==> config.mk <==
export PLATFORM = sky130hd
export DESIGN_NAME = dmmu_top
export DESIGN_NICKNAME = d
export VERILOG_FILES = /design/src/hw/dmmu_pkg.sv /design/src/hw/tlb_wr_if.sv /design/src/hw/dmmu_top.sv /design/src/hw/dmmu_translate.sv /design/src/hw/dmmu_msr.sv /design/src/hw/tlb_ram.sv
export SDC_FILE = /design/constraint.sdc
export NUM_CORES = 1
export LEC_CHECK = 0
export BUFFER_PORTS_ARGS = -buffer_cell sky130_fd_sc_hd__buf_2
export CAP_MARGIN = 20
export CORE_MARGIN = 2
export CORE_UTILIZATION = 45
export CTS_BUF_LIST = sky130_fd_sc_hd__clkbuf_4
export CTS_CLUSTER_SIZE = 12
export DETAILED_ROUTE_END_ITERATION = 6
export GPL_TIMING_DRIVEN = 1
export PLACE_DENSITY = 0.69
export SLEW_MARGIN = 5
export SYNTH_ARGS = -nofsm -noshare
export SYNTH_HDL_FRONTEND = slang
export SYNTH_SLANG_ARGS = --single-unit
==> constraint.sdc <==
create_clock -name clk -period 1.9 [get_ports clk]
set_clock_uncertainty 0.05 [all_clocks]
set_input_delay 0.19 -clock clk [delete_from_list [all_inputs] [get_ports clk]]
set_output_delay 0.19 -clock clk [all_outputs]
set_load 0.03 [all_outputs]
==> src/hw/dmmu_pkg.sv <==
/*
 * Shared constants for the data-side MMU.
 * Holds the word widths, the MSR register select codes and the
 * bit positions inside the status word and the two TLB entry words.
 * Every design file refers to these by scoped name.
 */

`default_nettype none

package dmmu_pkg;

   // Address and data widths
   localparam int ADDR_W = 32;
   localparam int WORD_W = 32;

   // Register and TLB word
   typedef logic [WORD_W-1:0] word_t;

   // MSR address; select in [1:0], TLB index above it
   typedef logic [11:0] msr_addr_t;

   // Register select codes
   localparam logic [1:0] SEL_PSR   = 2'd0;
   localparam logic [1:0] SEL_DMMID = 2'd1;
   localparam logic [1:0] SEL_TLBL  = 2'd2;
   localparam logic [1:0] SEL_TLBH  = 2'd3;

   // Status word bits
   localparam int PSR_DMME_BIT = 0;
   localparam int PSR_RM_BIT   = 1;

   // Low TLB word, VPN tag sits in the top bits
   localparam int TLBL_V_BIT = 0;

   // High TLB word, PPN sits in the top bits
   localparam int TLBH_P_BIT   = 0;
   localparam int TLBH_UW_BIT  = 3;
   localparam int TLBH_UR_BIT  = 4;
   localparam int TLBH_RW_BIT  = 5;
   localparam int TLBH_RR_BIT  = 6;
   localparam int TLBH_UNC_BIT = 7;
   localparam int TLBH_S_BIT   = 8;

endpackage

`default_nettype wire
==> src/hw/tlb_wr_if.sv <==
/*
 * TLB word write channel from the MSR block to the translator.
 * One strobe per word half; a strobe is high for a single cycle
 * and carries the entry index and the word to store.
 */

`timescale 1ns/1ps
`default_nettype none

interface tlb_wr_if #(
   parameter int IDX_W = 4
);

   // Low word write strobe
   logic             l_we;
   // High word write strobe
   logic             h_we;
   // Entry index, shared by both halves
   logic [IDX_W-1:0] idx;
   logic [31:0]      wdata;

   // Register block drives the writes
   modport msr (output l_we, output h_we, output idx, output wdata);

   // Translator stores them in its RAMs
   modport xlat (input l_we, input h_we, input idx, input wdata);

endinterface

`default_nettype wire

==> src/hw/dmmu_top.sv <==
/*
 * Top level of the data-side MMU.
 * Sets the page size, TLB size and uncached-segment parameters and
 * connects the MSR block and the translator to plain ports.
 */

`timescale 1ns/1ps
`default_nettype none

module dmmu_top #(
   parameter int PAGE_SIZE_LOG2 = 13,
   parameter int TLB_SETS_LOG2  = 4,
   parameter int UNCACHED_SEG   = 1
) (
   input  logic                                       clk,
   input  logic                                       arst_n,
   // Lookup
   input  logic                                       re,
   input  logic [dmmu_pkg::ADDR_W-PAGE_SIZE_LOG2-1:0] vpn,
   input  logic                                       we,
   output logic [dmmu_pkg::ADDR_W-PAGE_SIZE_LOG2-1:0] ppn,
   output logic                                       tlb_miss,
   output logic                                       page_fault,
   output logic                                       uncached,
   // Register access
   input  logic                                       msr_we,
   input  dmmu_pkg::msr_addr_t                        msr_addr,
   input  dmmu_pkg::word_t                            msr_wdata,
   output dmmu_pkg::word_t                            msr_rdata
);

   // Status bits into the translator
   logic dmme;
   logic rm;

   // TLB write channel
   tlb_wr_if #(.IDX_W(TLB_SETS_LOG2)) tlb_wr ();

   dmmu_msr #(
      .TLB_SETS_LOG2 (TLB_SETS_LOG2)
   ) u_msr (
      .clk       (clk),
      .arst_n    (arst_n),
      .msr_we    (msr_we),
      .msr_addr  (msr_addr),
      .msr_wdata (msr_wdata),
      .msr_rdata (msr_rdata),
      .dmme      (dmme),
      .rm        (rm),
      .tlb_wr    (tlb_wr.msr)
   );

   dmmu_translate #(
      .PAGE_SIZE_LOG2 (PAGE_SIZE_LOG2),
      .TLB_SETS_LOG2  (TLB_SETS_LOG2),
      .UNCACHED_SEG   (UNCACHED_SEG)
   ) u_translate (
      .clk        (clk),
      .arst_n     (arst_n),
      .re         (re),
      .vpn        (vpn),
      .we         (we),
      .dmme       (dmme),
      .rm         (rm),
      .tlb_wr     (tlb_wr.xlat),
      .ppn        (ppn),
      .tlb_miss   (tlb_miss),
      .page_fault (page_fault),
      .uncached   (uncached)
   );

endmodule

`default_nettype wire

==> src/hw/dmmu_translate.sv <==
/*
 * Lookup stage of the data MMU.
 * A read-enable strobe captures the request and reads the direct-mapped
 * TLB; the next cycle reports the physical page number, the miss and
 * page-fault flags and the uncached flag. Results hold until the next re.
 */

`timescale 1ns/1ps
`default_nettype none

module dmmu_translate #(
   parameter int PAGE_SIZE_LOG2 = 13,
   parameter int TLB_SETS_LOG2  = 4,
   parameter int UNCACHED_SEG   = 1
) (
   input  logic                                          clk,
   input  logic                                          arst_n,
   // Lookup request
   input  logic                                          re,
   input  logic [dmmu_pkg::ADDR_W-PAGE_SIZE_LOG2-1:0]    vpn,
   input  logic                                          we,
   // Status bits
   input  logic                                          dmme,
   input  logic                                          rm,
   // TLB word writes
   tlb_wr_if.xlat                                        tlb_wr,
   // Lookup result
   output logic [dmmu_pkg::ADDR_W-PAGE_SIZE_LOG2-1:0]    ppn,
   output logic                                          tlb_miss,
   output logic                                          page_fault,
   output logic                                          uncached
);

   // Page number width
   localparam int VPN_W = dmmu_pkg::ADDR_W - PAGE_SIZE_LOG2;
   // Top bit of a TLB word
   localparam int WTOP = dmmu_pkg::WORD_W - 1;

   // Captured request
   logic [VPN_W-1:0] vpn_r;
   logic             we_r;
   logic             dmme_r;
   logic             rm_r;

   // Entry words read out of the TLB
   dmmu_pkg::word_t  tlb_l;
   dmmu_pkg::word_t  tlb_h;

   // Entry fields
   logic             ent_v;
   logic [VPN_W-1:0] ent_tag;
   logic [VPN_W-1:0] ent_ppn;
   logic             ent_uw;
   logic             ent_ur;
   logic             ent_rw;
   logic             ent_rr;
   logic             ent_unc;

   logic             hit;
   logic             perm_denied;
   logic             unc_entry;

   // Request capture, held while re is low
   always_ff @(posedge clk or negedge arst_n) begin
      if (!arst_n) begin
         vpn_r  <= '0;
         we_r   <= 1'b0;
         dmme_r <= 1'b0;
         rm_r   <= 1'b0;
      end else if (re) begin
         vpn_r  <= vpn;
         we_r   <= we;
         dmme_r <= dmme;
         rm_r   <= rm;
      end
   end

   // Low word, valid bit and VPN tag
   tlb_ram #(
      .AW (TLB_SETS_LOG2),
      .DW (dmmu_pkg::WORD_W)
   ) u_tlb_l (
      .clk    (clk),
      .arst_n (arst_n),
      .raddr  (vpn[TLB_SETS_LOG2-1:0]),
      .re     (re),
      .dout   (tlb_l),
      .waddr  (tlb_wr.idx),
      .we     (tlb_wr.l_we),
      .din    (tlb_wr.wdata)
   );

   // High word, permissions and PPN
   tlb_ram #(
      .AW (TLB_SETS_LOG2),
      .DW (dmmu_pkg::WORD_W)
   ) u_tlb_h (
      .clk    (clk),
      .arst_n (arst_n),
      .raddr  (vpn[TLB_SETS_LOG2-1:0]),
      .re     (re),
      .dout   (tlb_h),
      .waddr  (tlb_wr.idx),
      .we     (tlb_wr.h_we),
      .din    (tlb_wr.wdata)
   );

   // Field extraction
   assign ent_v   = tlb_l[dmmu_pkg::TLBL_V_BIT];
   assign ent_tag = tlb_l[WTOP -: VPN_W];
   assign ent_ppn = tlb_h[WTOP -: VPN_W];
   assign ent_uw  = tlb_h[dmmu_pkg::TLBH_UW_BIT];
   assign ent_ur  = tlb_h[dmmu_pkg::TLBH_UR_BIT];
   assign ent_rw  = tlb_h[dmmu_pkg::TLBH_RW_BIT];
   assign ent_rr  = tlb_h[dmmu_pkg::TLBH_RR_BIT];
   assign ent_unc = tlb_h[dmmu_pkg::TLBH_UNC_BIT];

   // Full tag compare, the index bits are part of the tag
   assign hit = ent_v && (ent_tag == vpn_r);

   // Pick the permission bit for mode and access type
   always_comb begin
      if (rm_r) begin
         perm_denied = we_r ? !ent_rw : !ent_rr;
      end else begin
         perm_denied = we_r ? !ent_uw : !ent_ur;
      end
   end

   // Flags only count with the MMU on
   assign tlb_miss   = dmme_r && !hit;
   assign page_fault = dmme_r && hit && perm_denied;

   // Identity mapping when disabled
   assign ppn = dmme_r ? ent_ppn : vpn_r;

   // Uncached bit from the entry
   assign unc_entry = dmme_r && hit && ent_unc;

   // Fixed 0x8xxxxxxx segment is uncached as well, MMU on or off
   generate
      if (UNCACHED_SEG != 0) begin : g_unc_seg
         assign uncached = unc_entry || (!tlb_miss && (ppn[VPN_W-1 -: 4] == 4'h8));
      end else begin : g_no_unc_seg
         assign uncached = unc_entry;
      end
   endgenerate

endmodule

`default_nettype wire

==> src/hw/dmmu_msr.sv <==
/*
 * Machine-status register block of the data MMU.
 * Decodes single-cycle register writes, keeps the enable and root-mode
 * bits, forwards TLB word writes to the translator unregistered and
 * returns read data combinationally for the selected register.
 */

`timescale 1ns/1ps
`default_nettype none

module dmmu_msr #(
   parameter int TLB_SETS_LOG2 = 4
) (
   input  logic                clk,
   input  logic                arst_n,
   // Register access
   input  logic                msr_we,
   input  dmmu_pkg::msr_addr_t msr_addr,
   input  dmmu_pkg::word_t     msr_wdata,
   output dmmu_pkg::word_t     msr_rdata,
   // Status bits to the translator
   output logic                dmme,
   output logic                rm,
   // TLB word writes
   tlb_wr_if.msr               tlb_wr
);

   // ID word, reports the TLB size
   localparam dmmu_pkg::word_t DMMID_WORD = dmmu_pkg::word_t'(TLB_SETS_LOG2 % 8);

   logic [1:0]      sel;
   dmmu_pkg::word_t psr_word;

   // Register select from the low address bits
   assign sel = msr_addr[1:0];

   // Status register, cleared means MMU off and user mode
   always_ff @(posedge clk or negedge arst_n) begin
      if (!arst_n) begin
         dmme <= 1'b0;
         rm   <= 1'b0;
      end else if (msr_we && (sel == dmmu_pkg::SEL_PSR)) begin
         dmme <= msr_wdata[dmmu_pkg::PSR_DMME_BIT];
         rm   <= msr_wdata[dmmu_pkg::PSR_RM_BIT];
      end
   end

   // TLB writes pass straight through, same cycle
   assign tlb_wr.l_we  = msr_we && (sel == dmmu_pkg::SEL_TLBL);
   assign tlb_wr.h_we  = msr_we && (sel == dmmu_pkg::SEL_TLBH);
   // Index sits just above the select field
   assign tlb_wr.idx   = msr_addr[2 +: TLB_SETS_LOG2];
   assign tlb_wr.wdata = msr_wdata;

   // Status word read-back
   always_comb begin
      psr_word = '0;
      psr_word[dmmu_pkg::PSR_DMME_BIT] = dmme;
      psr_word[dmmu_pkg::PSR_RM_BIT]   = rm;
   end

   // Read mux, TLB words are write-only
   always_comb begin
      case (sel)
         dmmu_pkg::SEL_PSR:   msr_rdata = psr_word;
         dmmu_pkg::SEL_DMMID: msr_rdata = DMMID_WORD;
         default:             msr_rdata = '0;
      endcase
   end

endmodule

`default_nettype wire

==> src/hw/tlb_ram.sv <==
/*
 * Simple dual-port RAM on a single clock.
 * The registered read port loads only while re is high and holds
 * otherwise. A write to the address being read in the same cycle
 * is forwarded to the output register.
 */

`timescale 1ns/1ps
`default_nettype none

module tlb_ram #(
   parameter int AW = 4,
   parameter int DW = 32
) (
   input  logic          clk,
   input  logic          arst_n,
   // Read port
   input  logic [AW-1:0] raddr,
   input  logic          re,
   output logic [DW-1:0] dout,
   // Write port
   input  logic [AW-1:0] waddr,
   input  logic          we,
   input  logic [DW-1:0] din
);

   // Storage, left uninitialized
   logic [DW-1:0] mem [2**AW];

   // Write hits the read address this cycle
   logic bypass;

   assign bypass = we && (waddr == raddr);

   // Write port
   always_ff @(posedge clk) begin
      if (we) begin
         mem[waddr] <= din;
      end
   end

   // Read port, output held while re is low
   always_ff @(posedge clk or negedge arst_n) begin
      if (!arst_n) begin
         dout <= '0;
      end else if (re) begin
         // New word wins over the stale array entry
         dout <= bypass ? din : mem[raddr];
      end
   end

endmodule

`default_nettype wire

Yosys cells after proc, flatten, opt, wreduce, memory -nomap -nowiden
Memory sizes are Yosys's and may differ from the RTL's. A register that Yosys moved wholly into a read port is not among the register bits.
Index checks and enable logic that the tools add are counted.
- register bits: 24
- input port bits: 68
- output and inout bits: 54
- memories: 2
- bits in latches: 0
- logic and storage cells: 41
- ROM bits: 0
- memory bits (writable): 1024
- reductions and logical operators: 19
- multiply operators: 0
- equal/unequal tests: 5
- add/subtract/negate cells: 0
- bitwise gates (word level): 0
- multiplexer cells: 9
- shifts and indexed selects: 0
- order comparisons: 0
- div/mod/pow operators: 0
- memories (memory ; words ; width ; rd ports ; clocked after Yosys merged registers in ; wr ports ; RTL line ; source):
    u_translate.u_tlb_h.mem ; 16 ; 32 ; 1 ; 1 ; 1 ; tlb_ram.sv:28 ; logic [DW-1:0] mem [2**AW];
    u_translate.u_tlb_l.mem ; 16 ; 32 ; 1 ; 1 ; 1 ; tlb_ram.sv:28 ;
- operator list (kind ; count):
    19-bit equality test ; 1
    19-bit two-way mux ; 1
    1-bit logical AND ; 9
    1-bit logical NOT ; 8
    1-bit two-way mux ; 7
    3-bit one-hot mux with 2 select lines ; 1
    2-bit equality test, second input constant ; 2
    4-bit equality test, second input constant ; 1
    2-bit by 1-bit equality test with 1-bit output, second input constant ; 1
    2-bit logical NOT ; 1
    1-bit logical OR ; 1

Logic depth before layout (Yosys ltp)
Gate-level depths: netlist of the first run.
- depth after elaboration: 7
- depth in mapped cells: 8

Hierarchy
A second synthesis of the first run with hierarchy kept.
- cell total of the unflattened synthesis: 2304
- area total of the unflattened synthesis: 44970.6 µm²
- modules (own cells, without submodules) (module ; cells each ; area each (µm²) ; sequential area each (µm²) ; instances):
    tlb_ram ; 1062 ; 21509.4 ; 16175.5 ; 2
    dmmu_translate ; 103 ; 1336.3 ; 550.5 ; 1
    dmmu_msr ; 77 ; 615.6 ; 50.0 ; 1

Least setup slack after synthesis of the first run
OpenSTA, ideal clock, no wires.
- kind: flip-flop to output port
- start point: register u_translate.dmme_r
- end point: output port uncached
- data required time: 1.660 ns
- stages on the path, launching flop included: 4
- data arrival time: 1.935 ns
- setup slack: -0.275 ns
- path through: dfrtp_1 > mux2_1 > or4b_1 > a21oi_1
- cells in the longest elaborated chain, start to end: 4
- elaborated cells on any way between the ends: 8
- classes of those cells: eq/ne (1); mux (1); reduce/logical (6)
- ends and longest elaborated chain (what ; RTL line ; source):
    start, declared ; dmmu_translate.sv:42 ; logic dmme_r;
    start signal, assigned ; dmmu_translate.sv:73 ; dmme_r <= dmme;
    19-bit two-way mux ; dmmu_translate.sv:135 ; assign ppn = dmme_r ? ent_ppn : vpn_r;
    net ppn (one bit) ; dmmu_top.sv:21 ; output logic [dmmu_pkg::ADDR_W-PAGE_SIZE_LOG2-1:0] ppn,
    4-bit equality test ; dmmu_translate.sv:143 ; assign uncached = unc_entry || (!tlb_miss && (ppn[VPN_W-1 -: 4] == 4'h8));
    1-bit logical AND ; dmmu_translate.sv:143 ;
    1-bit logical OR ; dmmu_translate.sv:143 ;
    end, declared ; dmmu_top.sv:24 ; output logic uncached,
The timed path passes the listed nets, and every way through them passes these cells.

Worst setup path in the final report of the first run
- start point: register u_translate.dmme_r
- end point: output port uncached
- cells in the longest elaborated chain, start to end: 4
- elaborated cells on any way between the ends: 8
- classes of those cells: eq/ne (1); mux (1); reduce/logical (6)
- ends and longest elaborated chain (what ; RTL line):
    19-bit two-way mux or 1-bit logical AND (tied branches) ; dmmu_translate.sv:135, dmmu_translate.sv:131
    4-bit equality test or 1-bit logical NOT (tied branches) ; dmmu_translate.sv:143
    1-bit logical AND ; dmmu_translate.sv:143
    1-bit logical OR * ; dmmu_translate.sv:143
Mark *: on every way between the ends. The rest lies on a longest branch, timed or not.

==> flow_summary.json, run 1 <==
{
  "crit_fanout": 6,
  "yosysWarnings": 0,
  "die-area_um2": 69100,
  "rsz0062_at_grt": "yes",
  "insertion_delay_ns": 1.01,
  "cts_buffers": 186,
  "grtUsageTotal_pct": 21.5,
  "syn_area_per_cell_um2": 19.9,
  "grt_max_degree": 69,
  "setup.worst_path.end_class": "output pin",
  "path_class": "reg2out",
  "postRouteAntennaNets": 0,
  "area_growth_pct": 20.8,
  "initial_core_util_pct": 45.7,
  "io-pin-count": 122,
  "start_kind": "flip-flop",
  "cts-root-buf": "clkbuf_4",
  "synth-seq-cells": 772,
  "max_slew.worst_pin.slew_ns": 0.794,
  "finalSetupViolations": 28,
  "vias": 16400,
  "overflow": 0,
  "grt_pass1_wl_um": 109000,
  "gp_congestion": 0.803,
  "critical_path_required_ns": 1.66,
  "min_period_ns": 2.92,
  "grt_pass1_vias": 17200,
  "core_um2": 66100,
  "dpl_worst_slack_ns": -0.141,
  "max-clock-path-buffers": 3,
  "synth_cells": 1515,
  "finalHoldViolations": 0,
  "irDropWorstVdd_v": 0.000508,
  "fmax_ghz": 0.342,
  "path_clk_slew_ns": 0.07,
  "power.density_nw_per_um2": 963,
  "drive_above_1_share_pct": 37.2,
  "hpwl_um": 41400,
  "timing.final.ws_setup_ns": -1.02,
  "die_w_um": 263,
  "port_buffers": 80,
  "tritoncts": "built",
  "placed_area_um2": 32900,
  "drt_iter0_drc": 1520,
  "drv_cap": 0,
  "drc": 0,
  "fin_crit_sh_pct": 154,
  "cts_num_sinks": 772,
  "htreeDepth": 4,
  "crit_arrival_ns": 2.68,
  "wire_per_inst_um": 25.1,
  "yosysSeqAreaShare_pct": 75.7,
  "violations": "setup timing",
  "first_pass_iters": 5,
  "die_y_um": 263,
  "hold_path_class": "in2reg",
  "fin_nets": 1991,
  "drv_slew": 0,
  "p_leak_nw": 12.4,
  "wl_um": 73400,
  "fin_area_um2": 36500,
  "status": "complete, but fails checks",
  "drt-vias-per-instance": 5.62,
  "grt_antenna_before_repair": 4,
  "row_count": 94,
  "slew_headroom_pct": 47.1,
  "syn_area_um2": 30200,
  "netlist-cell-type-count": 30
}
final timing paths:
path / start / to / slack, ns / cells after the start
worst min-delay path: msr_wdata[5] / u_translate.u_tlb_h.mem[10][5]$_DFFE_PP_ / 0.14 / 2
worst max register to register: u_translate.u_tlb_l.mem[0][17]$_DFFE_PP_ / u_translate.u_tlb_l.dout[17]$_DFFE_PN0P_ / 0.10 / 5
worst max-delay path: u_translate.dmme_r$_DFFE_PN0P_ / uncached / -1.02 / 4
min in group asynchronous: arst_n / u_translate.u_tlb_l.dout[26]$_DFFE_PN0P_ / 0.27 / 4
max in group asynchronous: arst_n / u_translate.u_tlb_h.dout[3]$_DFFE_PN0P_ / 1.14 / 4
worst min register to register: u_translate.u_tlb_h.dout[5]$_DFFE_PN0P_ / u_translate.u_tlb_h.dout[5]$_DFFE_PN0P_ / 0.51 / 2
metrics by stage:
| step | hold WS [ns] | setup TNS (ns) | cells | utilization, % | power, mW |
|---|---|---|---|---|---|
| floorplan | -0.156 | -86.70 | 1543 | - | 20.9 |
| global placement | 0.195 | -1.29 | 2494 | 49.8 | 22.0 |
| detailed placement | 0.196 | -2.24 | 2494 | 49.8 | 22.1 |
| CTS | 0.0249 | -16.33 | 2918 | 55.0 | 35.3 |
| global route | 0.0734 | -17.93 | 2927 | 55.2 | 36.5 |
| finish | 0.143 | -15.09 | 2927 | 55.2 | 35.1 |
cell usage after synthesis:
cell type | number | area share [%]
nand2b_1 | 2 | 0.041
clkbuf_1 | 43 | 0.53
and3_1 | 1 | 0.021
a31oi_1 | 44 | 0.91
a22oi_1 | 88 | 2.2
and2_1 | 5 | 0.10
buf_4 | 34 | 0.85
mux4_2 | 177 | 13
conb_1 | 1 | 0.012
edfxtp_1 | 704 | 70
mux2_2 | 42 | 1.6
nor2_1 | 81 | 1.0
nand2_1 | 144 | 1.8
a21oi_1 | 1 | 0.017
nor3_1 | 1 | 0.017
mux2_1 | 1 | 0.037
nand4_1 | 5 | 0.10
or4b_1 | 1 | 0.033
buf_2 | 20 | 0.33
buf_1 | 3 | 0.037
xor2_1 | 4 | 0.12
xnor2_1 | 19 | 0.55
buf_6 | 15 | 0.56
or2_2 | 1 | 0.021
nor2b_1 | 5 | 0.10
dfrtp_1 | 68 | 5.6
nand3_1 | 2 | 0.033
a21boi_0 | 1 | 0.025
nor4_2 | 1 | 0.041
and4b_1 | 1 | 0.033
state kept, by name (all words and copies together), names as in the netlist:
signal,flops
u_translate.u_tlb_h.mem,384
u_msr.rm,1
u_translate.u_tlb_l.dout,20
u_translate.we_r,1
u_translate.rm_r,1
u_translate.dmme_r,1
u_translate.u_tlb_h.dout,24
u_translate.u_tlb_l.mem,320
u_translate.vpn_r,19
u_msr.dmme,1
critical path, stage by stage (launching register included):
cell     delay, ns
dfrtp_2       0.46
mux2_4        0.32
or4b_4        0.55
a21oi_4       0.19
buf_6         0.15
layout by cell type, fill, tap and decap left out, drive strengths merged:
cell type and n:
edfxtp 704, clkbuf 269, buf 212, mux4 177
nand2 144, dlygate4sd3 94, a22oi 88, nor2 81
dfrtp 68, clkinv 53, a31oi 44, mux2 43
conb 29, xnor2 19, nand4 5, nor2b 5
and2 5, diode 4, xor2 4, nand3 2
nand2b 2, inv 2, and3 1, or2 1
nor3 1, a21boi 1, and4b 1, or4b 1
a21oi 1, nor4 1, bufbuf 1
power breakdown:
group          switching, mW  internal (mW)
logic                   1.73           1.54
registers              0.252           18.8
clock network           6.29           6.48
total                   8.27           26.8
area by class of cell:
| type | count | area [µm²] |
|---|---|---|
| Fill cell | 5011 | 29600 |
| Tap cell | 864 | 1080 |
| Multi-Input combinational cell | 656 | 6920 |
| Clock inverter | 55 | 221 |
| Timing Repair Buffer | 307 | 3370 |
| Antenna cell | 4 | 10.0 |
| Sequential cell | 772 | 22800 |
| Clock buffer | 269 | 2020 |
cell families after synthesis:
family	synth area share, %
AOI/OAI and AO/OA	3.14
xor gates and xnor gates	0.668
buffers and inverters	2.31
DFF	75.7
muxes	14.8
other	0.0124
and+or+nand+nor	3.35
per-layer routing:
metal | GRT usage, % | up-vias | wire length, µm
li1 | - | 7038 | -
met1 | 28.7 | 8502 | 29500
met2 | 34.3 | 790 | 35700
met3 | 6.29 | 116 | 6630
met4 | 6.64 | 2 | 1580
met5 | 0 | - | 11
what timing repair did:
item	4_1_cts	5_1_grt
setup endpoints to repair	24	24
buffers inserted	5	5
hold buffers	94	0
cloned	1	0
pin swaps	4	2
gates resized for setup	58	18
endpoints found under the hold margin	1544	0
Note: power is estimated with default switching activity, not from simulation.
==> run 2: changes to the inputs <==
CELL_PAD_IN_SITES_DETAIL_PLACEMENT = 1   (was unset)
CELL_PAD_IN_SITES_GLOBAL_PLACEMENT = 2   (was unset)
PLACE_DENSITY = 0.83   (was 0.69)
==> flow_summary.json, run 2 (synthesis results as in run 1) <==
{
  "status": "complete, but fails checks",
  "violations": "setup timing",
  "hold_path_depth": 2,
  "grt_pass1_vias": 18700,
  "drt-vias-per-instance": 5.79,
  "placed_area_um2": 32900,
  "irDropWorstVdd_v": 0.000441,
  "port_buffers": 80,
  "hold_path_class": "in2reg",
  "grt_max_degree": 41,
  "max-clock-path-buffers": 3,
  "core_um2": 66100,
  "r2r_start": "u_msr.rm$_DFFE_PN0P_",
  "grt_antenna_before_repair": 5,
  "p_leak_nw": 12.5,
  "r2r-end": "u_msr.rm$_DFFE_PN0P_",
  "fmax_ghz": 0.344,
  "cts_num_sinks": 772,
  "critical_path_required_ns": 1.66,
  "finalSetupViolations": 24,
  "timing.final.ws_setup_ns": -1.01,
  "rsz0062_at_grt": "yes",
  "min_period_ns": 2.91,
  "dp.cells": 2498,
  "wire_per_inst_um": 28.0,
  "setup.worst_path.end_class": "output pin",
  "drt-met1-wl_um": 32000,
  "first_pass_iters": 5,
  "die-area_um2": 69100,
  "worstSetupEndpoint": "page_fault",
  "wl_met3_um": 6660,
  "drive_above_1_share_pct": 38.8,
  "hpwl_um": 46500,
  "met2_length_um": 41500,
  "largest_reg_flops": 384,
  "reg_top3": "u_translate.u_tlb_h.mem: 384 flops, u_translate.u_tlb_l.mem: 320 flops, u_translate.u_tlb_h.dout: 24 flops",
  "cts_buffers": 188,
  "wl_um": 82300,
  "reg2reg_depth": 4,
  "path_clk_slew_ns": 0.08,
  "initial_core_util_pct": 45.7,
  "cts-root-buf": "clkbuf_4",
  "regMostFlops": "u_translate.u_tlb_h.mem",
  "power_mw": 36.2,
  "die_y_um": 263,
  "power.density_nw_per_um2": 988,
  "path_class": "reg2out",
  "drv_cap": 0,
  "htreeDepth": 4,
  "grt_pass1_wl_um": 122000,
  "vias": 17000,
  "area_growth_pct": 21.4,
  "row_count": 94,
  "drc": 0,
  "layout_commonest_cell": "edfxtp_1",
  "overflow": 0,
  "drt_iter0_drc": 1592,
  "die_w_um": 263,
  "slew_headroom_pct": 50.3,
  "crit_arrival_ns": 2.67,
  "fin_area_um2": 36600,
  "insertion_delay_ns": 1.03,
  "instances_no_fill": 2934,
  "max_slew.worst_pin.slew_ns": 0.745,
  "grtUsageTotal_pct": 24.1,
  "tritoncts": "built",
  "final_cell_mix": "edfxtp_1 (704), clkbuf_4 (287), mux4_2 (177)",
  "postRouteAntennaNets": 0,
  "finalHoldViolations": 0,
  "highest_layer": "met5",
  "holdWs_ns": 0.0918,
  "io-pin-count": 122,
  "startpoint": "u_translate.we_r$_DFFE_PN0P_",
  "start_kind": "flip-flop",
  "crit_fanout": 2,
  "drv_slew": 0,
  "r2r_setup_slack_ns": 0.17,
  "final_util_pct": 55.4,
  "gp_congestion": 0.778,
  "fin_nets": 1996,
  "fin_crit_sh_pct": 153
}
==> run 2: cell count changes in the layout (fill, tap and decap cells not counted), sizes merged <==
cell | previous run | this run
buf | 212 | 217
bufinv | 0 | 2
clkbuf | 269 | 287
clkinv | 53 | 29
clkinvlp | 0 | 2
diode | 4 | 6
dlygate4sd3 | 94 | 92
inv | 2 | 6
==> run 2: metrics by stage <==
step                setup WS [ns]  setup TNS [ns]
floorplan                  -0.264          -86.70
global placement          -0.0656          -0.814
detailed placement         -0.113           -1.79
CTS                         -1.04          -16.41
global route                -1.08          -17.21
finish                      -1.01          -15.09
==> run 2: worst min path at each step <==
stage / from / to / slack, ns
2_1_floorplan: arst_n / u_msr.dmme$_DFFE_PN0P_ / -0.16
3_3_place_gp: arst_n / u_msr.dmme$_DFFE_PN0P_ / 0.1
3_5_place_dp: arst_n / u_msr.dmme$_DFFE_PN0P_ / 0.09
4_1_cts: msr_wdata[5] / u_translate.u_tlb_h.mem[14][5]$_DFFE_PP_ / 0.01
5_1_grt: msr_wdata[5] / u_translate.u_tlb_h.mem[14][5]$_DFFE_PP_ / 0.06
6_report: msr_wdata[5] / u_translate.u_tlb_h.mem[14][5]$_DFFE_PP_ / 0.09
==> run 2: area by class of cell <==
cell class,count,area [µm²]
multi-input combinational,656,7000
sequential,772,22900
clock buffer,287,2150
clock inverter,39,236
antenna,6,15.0
fill,5965,29500
timing repair buffer,310,3280
tap,864,1080
==> run 2: what timing repair did <==
| action | 4_1_cts | 5_1_grt |
|---|---|---|
| buffers inserted | 5 | 7 |
| gates resized for setup | 62 | 20 |
| hold endpoints to repair | 1544 | 0 |
| pin swaps | 8 | 8 |
| hold buffers | 95 | 0 |
| setup endpoints to repair | 24 | 122 |
| gates cloned | 1 | 0 |
==> run 2: critical path: stages (launching register included) <==
cell,delay (ns)
dfrtp_2,0.46
mux4_2,0.64
and4b_1,0.37
buf_6,0.15
==> run 2: report_power, final <==
part / switching (mW) / total (mW) / internal [mW]
clock: 6.63 / 13.8 / 7.13
sequential: 0.280 / 19.1 / 18.8
combinational: 1.83 / 3.33 / 1.49
total: 8.74 / 36.2 / 27.4
==> run 2: metal layers <==
metal	up-vias	global-route usage, %
met5	-	0
met4	2	8.25
met3	164	5.37
met2	859	39.9
met1	8942	31.9
li1	7008	-
